## config.mk

```make
export PLATFORM = sky130hd
export DESIGN_NAME = mprj_ctrl_top
export DESIGN_NICKNAME = d
export VERILOG_FILES = /design/src/verilog/mprj_ctrl_pkg.sv /design/src/verilog/mprj_ctrl_top.sv /design/src/verilog/pad_cfg_chain.sv /design/src/verilog/serial_cfg_loader.sv /design/src/verilog/mprj_ctrl_regs.sv
export SDC_FILE = /design/constraint.sdc
export NUM_CORES = 1
export LEC_CHECK = 0
export BUFFER_PORTS_ARGS = -buffer_cell sky130_fd_sc_hd__buf_2
export CORE_MARGIN = 5
export CORE_UTILIZATION = 47
export CTS_BUF_LIST = sky130_fd_sc_hd__clkbuf_8 sky130_fd_sc_hd__clkbuf_16
export CTS_CLUSTER_DIAMETER = 50
export DETAILED_ROUTE_END_ITERATION = 7
export PLACE_DENSITY = 0.81
export SLEW_MARGIN = 10
export SYNTH_ARGS = -nofsm -noshare
export SYNTH_HDL_FRONTEND = slang
export SYNTH_SLANG_ARGS = --single-unit
```

## constraint.sdc

```tcl
create_clock -name clk -period 2.35 [get_ports clk]
set_input_delay 0.3525 -clock clk [delete_from_list [all_inputs] [get_ports clk]]
set_output_delay 0.3525 -clock clk [all_outputs]
set_load 0.1 [all_outputs]
```

## src/verilog/mprj_ctrl_pkg.sv

```systemverilog
// User-area control package: sizes, register map, pad reset values and bus types
package mprj_ctrl_pkg;

    // Sizes
    localparam int NUM_PADS     = 8;
    localparam int PWR_PADS     = 4;
    localparam int IO_CTRL_BITS = 13;

    // Counter widths for the serial loader
    localparam int PAD_IDX_W = $clog2(NUM_PADS);
    localparam int BIT_CNT_W = $clog2(IO_CTRL_BITS);

    // Bit 12 of each word leads on the serial line and links one chain cell to the next
    localparam int SER_CLK_PAD = IO_CTRL_BITS - 1;

    // Register page, only bits 31:8 of the address are compared
    localparam logic [31:0] BASE_ADR = 32'h2300_0000;

    // Register offsets within the page
    localparam logic [7:0] XFER_OFS   = 8'h00;
    localparam logic [7:0] PWR_OFS    = 8'h04;
    localparam logic [7:0] IODATA_OFS = 8'h08;
    localparam logic [7:0] IOCFG_OFS  = 8'h20;

    // Pad configuration reset values
    localparam logic [IO_CTRL_BITS-1:0] CFG_BIDIR_DEFAULT = 13'h1803;
    localparam logic [IO_CTRL_BITS-1:0] CFG_INPUT_DEFAULT = 13'h0403;

    // One pad word, seen as a raw word or by field
    typedef union packed {
        logic [IO_CTRL_BITS-1:0] raw;
        struct packed {
            logic [2:0] dm;
            logic       ana_pol;
            logic       ana_sel;
            logic       ana_en;
            logic       slow;
            logic       vtrip;
            logic       ib_mode;
            logic       inp_dis;
            logic       hold_ovr;
            logic       oeb;
            logic       mgmt_ena;
        } fields;
    } pad_cfg_u;

    typedef pad_cfg_u [NUM_PADS-1:0] pad_cfg_arr_t;

    // Pads 0 and 1 start bidirectional, all others as plain inputs
    localparam pad_cfg_arr_t PAD_CFG_RESET = {
        {(NUM_PADS-2){CFG_INPUT_DEFAULT}},
        CFG_BIDIR_DEFAULT,
        CFG_BIDIR_DEFAULT
    };

    // Wishbone request and response
    typedef struct packed {
        logic [31:0] adr;
        logic [31:0] dat;
        logic [3:0]  sel;
        logic        we;
        logic        cyc;
        logic        stb;
    } wb_req_t;

    typedef struct packed {
        logic [31:0] dat;
        logic        ack;
    } wb_rsp_t;

    // Serial lines from the loader to the pad chain
    typedef struct packed {
        logic clock;
        logic resetn;
        logic data;
    } serial_cfg_t;

endpackage
```

## src/verilog/mprj_ctrl_top.sv

```systemverilog
// User-area control top: register file, serial loader and pad config chain
`timescale 1ns/1ps

module mprj_ctrl_top (
    input  logic                                clk,
    input  logic                                resetn,
    input  mprj_ctrl_pkg::wb_req_t              wb_req_i,
    output mprj_ctrl_pkg::wb_rsp_t              wb_rsp_o,
    input  logic [mprj_ctrl_pkg::NUM_PADS-1:0]  mgmt_gpio_in_i,
    output logic [mprj_ctrl_pkg::NUM_PADS-1:0]  mgmt_gpio_out_o,
    output logic [mprj_ctrl_pkg::NUM_PADS-1:0]  mgmt_gpio_oe_o,
    output logic [mprj_ctrl_pkg::PWR_PADS-1:0]  pwr_ctrl_o,
    output logic                                jtag_oenb_o,
    output logic                                sdo_oenb_o,
    output logic                                busy_o,
    output mprj_ctrl_pkg::serial_cfg_t          serial_o,
    output mprj_ctrl_pkg::pad_cfg_arr_t         pad_cfg_o
);

    // Register image handed to the loader
    mprj_ctrl_pkg::pad_cfg_arr_t reg_pad_cfg;
    logic                        xfer_start;

    mprj_ctrl_regs u_regs (
        .clk             (clk),
        .resetn          (resetn),
        .wb_req_i        (wb_req_i),
        .wb_rsp_o        (wb_rsp_o),
        .mgmt_gpio_in_i  (mgmt_gpio_in_i),
        .mgmt_gpio_out_o (mgmt_gpio_out_o),
        .mgmt_gpio_oe_o  (mgmt_gpio_oe_o),
        .pwr_ctrl_o      (pwr_ctrl_o),
        .pad_cfg_o       (reg_pad_cfg),
        .xfer_start_o    (xfer_start),
        .busy_i          (busy_o),
        .jtag_oenb_o     (jtag_oenb_o),
        .sdo_oenb_o      (sdo_oenb_o)
    );

    serial_cfg_loader u_loader (
        .clk          (clk),
        .resetn       (resetn),
        .xfer_start_i (xfer_start),
        .pad_cfg_i    (reg_pad_cfg),
        .busy_o       (busy_o),
        .serial_o     (serial_o)
    );

    pad_cfg_chain u_chain (
        .clk       (clk),
        .resetn    (resetn),
        .serial_i  (serial_o),
        .pad_cfg_o (pad_cfg_o)
    );

endmodule

```

## src/verilog/pad_cfg_chain.sv

```systemverilog
// Pad config chain: per-pad shift and config cells fed by the serial loader
`timescale 1ns/1ps

module pad_cfg_chain (
    input  logic                         clk,
    input  logic                         resetn,
    input  mprj_ctrl_pkg::serial_cfg_t   serial_i,
    output mprj_ctrl_pkg::pad_cfg_arr_t  pad_cfg_o
);

    logic                                    clk_q;
    logic                                    rstn_q;
    logic                                    shift_en;
    logic                                    load_en;
    logic [mprj_ctrl_pkg::NUM_PADS-1:0]      cell_in;
    logic [mprj_ctrl_pkg::IO_CTRL_BITS-1:0]  shift_q [mprj_ctrl_pkg::NUM_PADS];
    logic [mprj_ctrl_pkg::IO_CTRL_BITS-1:0]  cfg_q   [mprj_ctrl_pkg::NUM_PADS];

    // Previous samples of the serial strobes
    always_ff @(posedge clk or negedge resetn) begin
        if (!resetn) begin
            clk_q  <= 1'b0;
            rstn_q <= 1'b0;
        end else begin
            clk_q  <= serial_i.clock;
            rstn_q <= serial_i.resetn;
        end
    end

    assign shift_en = serial_i.clock & ~clk_q;
    assign load_en  = serial_i.resetn & ~rstn_q;

    for (genvar i = 0; i < mprj_ctrl_pkg::NUM_PADS; i++) begin : g_cell
        // Cell 0 takes the serial data, later cells take the MSB of the one before
        if (i == 0) begin : g_head
            assign cell_in[i] = serial_i.data;
        end else begin : g_link
            assign cell_in[i] = shift_q[i-1][mprj_ctrl_pkg::SER_CLK_PAD];
        end

        always_ff @(posedge clk or negedge resetn) begin
            if (!resetn) begin
                shift_q[i] <= mprj_ctrl_pkg::PAD_CFG_RESET[i].raw;
                cfg_q[i]   <= mprj_ctrl_pkg::PAD_CFG_RESET[i].raw;
            end else begin
                if (shift_en) begin
                    shift_q[i] <= {shift_q[i][mprj_ctrl_pkg::SER_CLK_PAD-1:0], cell_in[i]};
                end
                // Latch the shifted word on the load strobe
                if (load_en) begin
                    cfg_q[i] <= shift_q[i];
                end
            end
        end

        assign pad_cfg_o[i].raw = cfg_q[i];
    end

endmodule

```

## src/verilog/serial_cfg_loader.sv

```systemverilog
// Serial config loader that shifts every pad word out MSB first and then pulses the load strobe
`timescale 1ns/1ps

module serial_cfg_loader (
    input  logic                         clk,
    input  logic                         resetn,
    input  logic                         xfer_start_i,
    input  mprj_ctrl_pkg::pad_cfg_arr_t  pad_cfg_i,
    output logic                         busy_o,
    output mprj_ctrl_pkg::serial_cfg_t   serial_o
);

    typedef enum logic [1:0] {
        IDLE  = 2'd0,
        START = 2'd1,
        XBYTE = 2'd2,
        LOAD  = 2'd3
    } state_e;

    state_e                                  state_q;
    logic [mprj_ctrl_pkg::BIT_CNT_W-1:0]     bit_cnt_q;
    logic [mprj_ctrl_pkg::PAD_IDX_W-1:0]     pad_cnt_q;
    logic [mprj_ctrl_pkg::IO_CTRL_BITS-1:0]  staging_q;
    logic                                    ser_clk_q;
    logic                                    ser_rstn_q;

    always_ff @(posedge clk or negedge resetn) begin
        if (!resetn) begin
            state_q    <= IDLE;
            bit_cnt_q  <= '0;
            pad_cnt_q  <= mprj_ctrl_pkg::PAD_IDX_W'(mprj_ctrl_pkg::NUM_PADS - 1);
            staging_q  <= '0;
            ser_clk_q  <= 1'b0;
            ser_rstn_q <= 1'b0;
        end else begin
            case (state_q)
                IDLE: begin
                    ser_rstn_q <= 1'b1;
                    ser_clk_q  <= 1'b0;
                    pad_cnt_q  <= mprj_ctrl_pkg::PAD_IDX_W'(mprj_ctrl_pkg::NUM_PADS - 1);
                    if (xfer_start_i) begin
                        state_q <= START;
                    end
                end
                START: begin
                    // Highest pad goes first so it ends in the far cell
                    staging_q <= pad_cfg_i[pad_cnt_q].raw;
                    bit_cnt_q <= '0;
                    ser_clk_q <= 1'b0;
                    state_q   <= XBYTE;
                end
                XBYTE: begin
                    ser_clk_q <= ~ser_clk_q;
                    // Advance data as the clock falls
                    if (ser_clk_q) begin
                        staging_q <= {staging_q[mprj_ctrl_pkg::SER_CLK_PAD-1:0], 1'b0};
                        if (bit_cnt_q == mprj_ctrl_pkg::BIT_CNT_W'(mprj_ctrl_pkg::SER_CLK_PAD)) begin
                            bit_cnt_q <= '0;
                            if (pad_cnt_q == '0) begin
                                // Clock stays high into the load sequence
                                ser_clk_q <= 1'b1;
                                state_q   <= LOAD;
                            end else begin
                                pad_cnt_q <= pad_cnt_q - 1'b1;
                                state_q   <= START;
                            end
                        end else begin
                            bit_cnt_q <= bit_cnt_q + 1'b1;
                        end
                    end
                end
                LOAD: begin
                    bit_cnt_q <= bit_cnt_q + 1'b1;
                    case (bit_cnt_q)
                        mprj_ctrl_pkg::BIT_CNT_W'(0): ser_rstn_q <= 1'b0;
                        mprj_ctrl_pkg::BIT_CNT_W'(1): ser_rstn_q <= 1'b1;
                        mprj_ctrl_pkg::BIT_CNT_W'(2): ser_clk_q  <= 1'b0;
                        default: state_q <= IDLE;
                    endcase
                end
                default: state_q <= IDLE;
            endcase
        end
    end

    assign busy_o          = (state_q != IDLE);
    assign serial_o.clock  = ser_clk_q;
    assign serial_o.resetn = ser_rstn_q;
    assign serial_o.data   = staging_q[mprj_ctrl_pkg::SER_CLK_PAD];

endmodule

```

## src/verilog/mprj_ctrl_regs.sv

```systemverilog
// User-area control registers: Wishbone slave for pad config, GPIO, power and transfer start
`timescale 1ns/1ps

module mprj_ctrl_regs (
    input  logic                                   clk,
    input  logic                                   resetn,
    input  mprj_ctrl_pkg::wb_req_t                 wb_req_i,
    output mprj_ctrl_pkg::wb_rsp_t                 wb_rsp_o,
    input  logic [mprj_ctrl_pkg::NUM_PADS-1:0]     mgmt_gpio_in_i,
    output logic [mprj_ctrl_pkg::NUM_PADS-1:0]     mgmt_gpio_out_o,
    output logic [mprj_ctrl_pkg::NUM_PADS-1:0]     mgmt_gpio_oe_o,
    output logic [mprj_ctrl_pkg::PWR_PADS-1:0]     pwr_ctrl_o,
    output mprj_ctrl_pkg::pad_cfg_arr_t            pad_cfg_o,
    output logic                                   xfer_start_o,
    input  logic                                   busy_i,
    output logic                                   jtag_oenb_o,
    output logic                                   sdo_oenb_o
);

    logic                                   valid;
    logic                                   page_hit;
    logic                                   acc;
    logic                                   wr_en;
    logic [7:0]                             ofs;
    logic                                   xfer_sel;
    logic                                   pwr_sel;
    logic                                   iodata_sel;
    logic [mprj_ctrl_pkg::NUM_PADS-1:0]     pad_sel;
    logic                                   rd_hit;
    logic [31:0]                            rd_data;

    logic                                   ack_q;
    logic [31:0]                            rd_dat_q;
    logic                                   xfer_start_q;
    logic [mprj_ctrl_pkg::PWR_PADS-1:0]     pwr_q;
    logic [mprj_ctrl_pkg::NUM_PADS-1:0]     gpio_out_q;
    mprj_ctrl_pkg::pad_cfg_arr_t            pad_cfg_q;

    // Page decode, one access per request until ack has been seen
    assign valid    = wb_req_i.cyc & wb_req_i.stb;
    assign page_hit = (wb_req_i.adr[31:8] == mprj_ctrl_pkg::BASE_ADR[31:8]);
    assign acc      = valid & page_hit & ~ack_q;
    // Only the lowest byte lane enables a write
    assign wr_en    = acc & wb_req_i.we & wb_req_i.sel[0];

    assign ofs        = wb_req_i.adr[7:0];
    assign xfer_sel   = (ofs == mprj_ctrl_pkg::XFER_OFS);
    assign pwr_sel    = (ofs == mprj_ctrl_pkg::PWR_OFS);
    assign iodata_sel = (ofs == mprj_ctrl_pkg::IODATA_OFS);

    // Pad n sits at IOCFG_OFS + 4n
    for (genvar i = 0; i < mprj_ctrl_pkg::NUM_PADS; i++) begin : g_pad_sel
        assign pad_sel[i] = (ofs == mprj_ctrl_pkg::IOCFG_OFS + 8'(4 * i));
    end

    // Read mux
    always_comb begin
        rd_hit  = 1'b1;
        rd_data = '0;
        if (xfer_sel) begin
            rd_data = {31'b0, busy_i};
        end else if (pwr_sel) begin
            rd_data = {{(32-mprj_ctrl_pkg::PWR_PADS){1'b0}}, pwr_q};
        end else if (iodata_sel) begin
            rd_data = {{(32-mprj_ctrl_pkg::NUM_PADS){1'b0}}, mgmt_gpio_in_i};
        end else if (|pad_sel) begin
            for (int i = 0; i < mprj_ctrl_pkg::NUM_PADS; i++) begin
                if (pad_sel[i]) begin
                    rd_data = {{(32-mprj_ctrl_pkg::IO_CTRL_BITS){1'b0}}, pad_cfg_q[i].raw};
                end
            end
        end else begin
            rd_hit = 1'b0;
        end
    end

    // Control registers and the one-cycle ack
    always_ff @(posedge clk or negedge resetn) begin
        if (!resetn) begin
            ack_q        <= 1'b0;
            xfer_start_q <= 1'b0;
            pwr_q        <= '0;
            gpio_out_q   <= '0;
            pad_cfg_q    <= mprj_ctrl_pkg::PAD_CFG_RESET;
        end else begin
            ack_q        <= acc;
            xfer_start_q <= 1'b0;
            if (wr_en) begin
                if (xfer_sel) begin
                    xfer_start_q <= wb_req_i.dat[0];
                end
                if (pwr_sel) begin
                    pwr_q <= wb_req_i.dat[mprj_ctrl_pkg::PWR_PADS-1:0];
                end
                if (iodata_sel) begin
                    gpio_out_q <= wb_req_i.dat[mprj_ctrl_pkg::NUM_PADS-1:0];
                end
                for (int i = 0; i < mprj_ctrl_pkg::NUM_PADS; i++) begin
                    if (pad_sel[i]) begin
                        pad_cfg_q[i].raw <= wb_req_i.dat[mprj_ctrl_pkg::IO_CTRL_BITS-1:0];
                    end
                end
            end
        end
    end

    // Read data holds when the offset decodes to nothing
    always_ff @(posedge clk) begin
        if (acc && !wb_req_i.we && rd_hit) begin
            rd_dat_q <= rd_data;
        end
    end

    // Output enable per pad comes from its input-disable bit
    always_comb begin
        for (int i = 0; i < mprj_ctrl_pkg::NUM_PADS; i++) begin
            mgmt_gpio_oe_o[i] = pad_cfg_q[i].fields.inp_dis;
        end
    end

    assign wb_rsp_o.dat     = rd_dat_q;
    assign wb_rsp_o.ack     = ack_q;
    assign mgmt_gpio_out_o  = gpio_out_q;
    assign pwr_ctrl_o       = pwr_q;
    assign pad_cfg_o        = pad_cfg_q;
    assign xfer_start_o     = xfer_start_q;

    // JTAG and SDO override state straight from the register copy
    assign jtag_oenb_o = pad_cfg_q[0].fields.oeb;
    assign sdo_oenb_o  = pad_cfg_q[1].fields.oeb;

endmodule

```

==> results.toml <==
[place]
dp_hpwl_um = 26100
gp_congestion = 0.859
io_buffers = 202
place_ws_ps = -47.2

[logic_synthesis]
synth_seq_area_share = 0.562
synth_area_leaders = "dfrtp_1 (41%), mux2_2 (20%), dfstp_2 (13%), mux4_2 (4.2%), mux2i_1 (2.7%)"
synth_top_area_cell = "dfrtp_1"
ys_warn_count = 0
synth_top_area_frac = 0.410
synthFlopType = "dfrtp_1"
synthTopCellsByCount = "mux2_2 (299), dfrtp_1 (271), dfstp_2 (81)"
synth.most_common_cell = "mux2_2"
ys_types = 62
syn_area_sq_mm = 0.0165
netlist_instances = 1152
synthArstFlopShare = 0.964
ys_ff_latch = 365
synth.avg_cell_area_sq_um = 14.4
synth_edf_count = 13

[critical_path]
path_max_fanout = 6
regToRegSetupSlack_ps = 150
reg2reg_from = "u_regs.ack_q$_DFF_PN0_"
worstRegToRegCells = 6
arrival_ps = 1910
endpoint_kind = "primary output"
r2r-end = "u_regs.pad_cfg_o[7]$_DFFE_PN0P_"
cp-start-kind = "flip-flop"
cp.required_ps = 2000
crit_type = "flip-flop to primary output"

[timing]
setup_ws_ps = 89.0
tightest_slew_ps = 692
whs_ps = 94.1
fin_skew_ps = 31.4
timing.fmax_ghz = 0.442
setup_viol = 0
min_period_ps = 2260
period_share = 0.962
drv_slew = 0
finalHoldViolCount = 0
relSlewSlack = 0.538
rsz0062_at_grt = "false"

[power]
swShare = 0.230
p_seq_frac = 0.470
vdd_ir_drop_max_mv = 0.668
p_sw_mw = 3.09
p_comb_frac = 0.037
power_leakage_nw = 9.73
p_int_mw = 10.4
power.density_mw_per_mm2 = 677
clkPwrFrac = 0.493

[clocking]
tritoncts = "yes"
ctsResizeCount = 0
path_clk_slew_ps = 60
cts_htree_levels = 2
clk_latency_ps = 550
cts_buffers = 42
clock_tree.root_cell = "clkbuf_16"
clockBufferDepth = 3
numClockSinks = 365

[detailed_routing]
drt-initial-drc-count = 540
drtPass1Iterations = 4
vias = 10600
wl_per_cell_um = 20.5
vias_per_cell = 5.66
drt_wl_total_um = 38400
drcViolationCount = 0
ant_nets = 0

[grt]
track_usage = 0.194
grt_max_degree = 83
grt_overflow = 0
antenna_found_initial = 2
grt_pass1_vias = 11300
grt_pass1_wl_um = 61800

[run_status]
outcome = "finished clean"

[cells_and_area]
drive_gt1_frac = 0.558
nets = 1477
n_fill_cell = 2639
syn_to_final_growth_pct = 19.9
fin_util = 0.573

[job]
drv_cap = 0

[floorplanning]
start_util = 0.478
dieArea_sq_mm = 0.0391
num_io_pins = 244
rows = 68
die_y_um = 198
fp.dieW_um = 198
core-area_sq_mm = 0.0346

[min_path]
hold_class = "input port to flip-flop"
whs_path_depth = 3
worstHoldStart = "mgmt_gpio_in_i[4]"
whs_endpoint = "u_regs.rd_dat_q[4]$_SDFFCE_PP0P_"
[through the flow]
stage	total power, mW	instance area [sq um]	setup TNS (ps)	cells
5_1_grt	13.9	19800	0	1872
4_1_cts	13.6	19800	0	1872
3_3_place_gp	6.91	18400	-68.2	1795
3_5_place_dp	6.92	18400	-368	1795
2_1_floorplan	6.68	16600	0	1170
6_report	13.4	19800	0	1873
[critical path, stage by stage (launching register included)]
cell     delay (ps)
dfrtp_1         400
inv_1           110
ha_1            320
inv_1           110
buf_2           430
[kinds of logic (layout without fill, tap and decap cells)]
group / count (synthesis) / count (layout) / share of synthesized area
compound gates: 112 / 112 / 0.0433
simple gates: 150 / 150 / 0.0521
buf+inv: 110 / 357 / 0.0373
mux: 403 / 403 / 0.297
fa+ha+maj: 11 / 11 / 0.00832
other cells: 1 / 20 / 0.000227
flops: 365 / 365 / 0.562
[state kept, by name, indices dropped and copies added, names as in the netlist, 2 cells and up]
register and flops:
u_regs.mgmt_gpio_oe_o 8, u_chain.cell_in 7, u_loader.state_q 2, u_loader.bit_cnt_q 4
u_chain.shift_q 97, u_loader.staging_q 13, u_regs.pwr_ctrl_o 4, u_loader.pad_cnt_q 3
u_chain.pad_cfg_o 104, u_regs.rd_dat_q 13, u_regs.mgmt_gpio_out_o 8, u_regs.pad_cfg_o 95
[area by class of cell]
class,instances,area [sq um],share of cell area
antenna,1,2.50,0.000126
clock buffer,50,1160,0.0585
clock inverter,26,302,0.0152
inverter,13,48.8,0.00246
multi-input combinational,695,6750,0.340
sequential,365,9300,0.469
tap,455,569,0.0287
timing repair buffer,268,1710,0.0860
[worst max-delay path by stage]
stage	startpoint	to	slack, ps	cells after the start
final	u_loader.state_q[0]$_DFFE_PN0P_	busy_o	90	4
after global routing	u_loader.state_q[0]$_DFFE_PN0P_	busy_o	8	4
after CTS	u_loader.state_q[0]$_DFFE_PN0P_	busy_o	50	4
after detailed placement	wb_req_i[62]	u_regs.pad_cfg_o[2]$_DFFE_PN0P_	-50	7
after global placement	wb_req_i[47]	u_regs.pad_cfg_o[8]$_DFFE_PN0P_	-10	7
after floorplan	wb_req_i[43]	u_regs.rd_dat_q[0]$_DFFE_PP_	30	6
[layer usage]
layer	up-vias	GRT usage	routed length, um
met3	90	0.0425	2620
met5	-	0	12
met4	2	0.0640	1160
met2	372	0.316	18600
li1	4657	-	-
met1	5488	0.261	16000
[placed cells by master (no fill, tap or decap), drive strengths merged, types with 3 or more instances in the layout]
cell	n
mux2	328
dfrtp	271
buf	267
dfstp	81
nand2	55
clkbuf	50
mux2i	44
o21ai	35
mux4	31
nor2	28
a21oi	21
conb	19
inv	19
o211ai	17
clkinv	15
nor3	14
edfxtp	13
nand3	11
ha	11
nor4	11
o22ai	8
and3	7
nand2b	5
o311ai	4
a211oi	4
nand4	3
nor3b	3
a221oi	3
nor2b	3
nand3b	3
a32oi	3
bufinv	3
[what timing repair did]
| action | 4_1_cts | 5_1_grt |
|---|---|---|
| hold buffers | 1 | 0 |
| buffers inserted | 0 | 0 |
| hold endpoints to repair | 37 | 0 |
[power groups by stage]
stage	registers, mW	logic (mW)	clock network, mW
after floorplan	6.43	0.248	0
after global placement	6.43	0.480	0
after detailed placement	6.43	0.490	0
after CTS	6.32	0.494	6.78
after global routing	6.32	0.533	7.02
final	6.32	0.491	6.63
(Power assumes the default switching activity.)
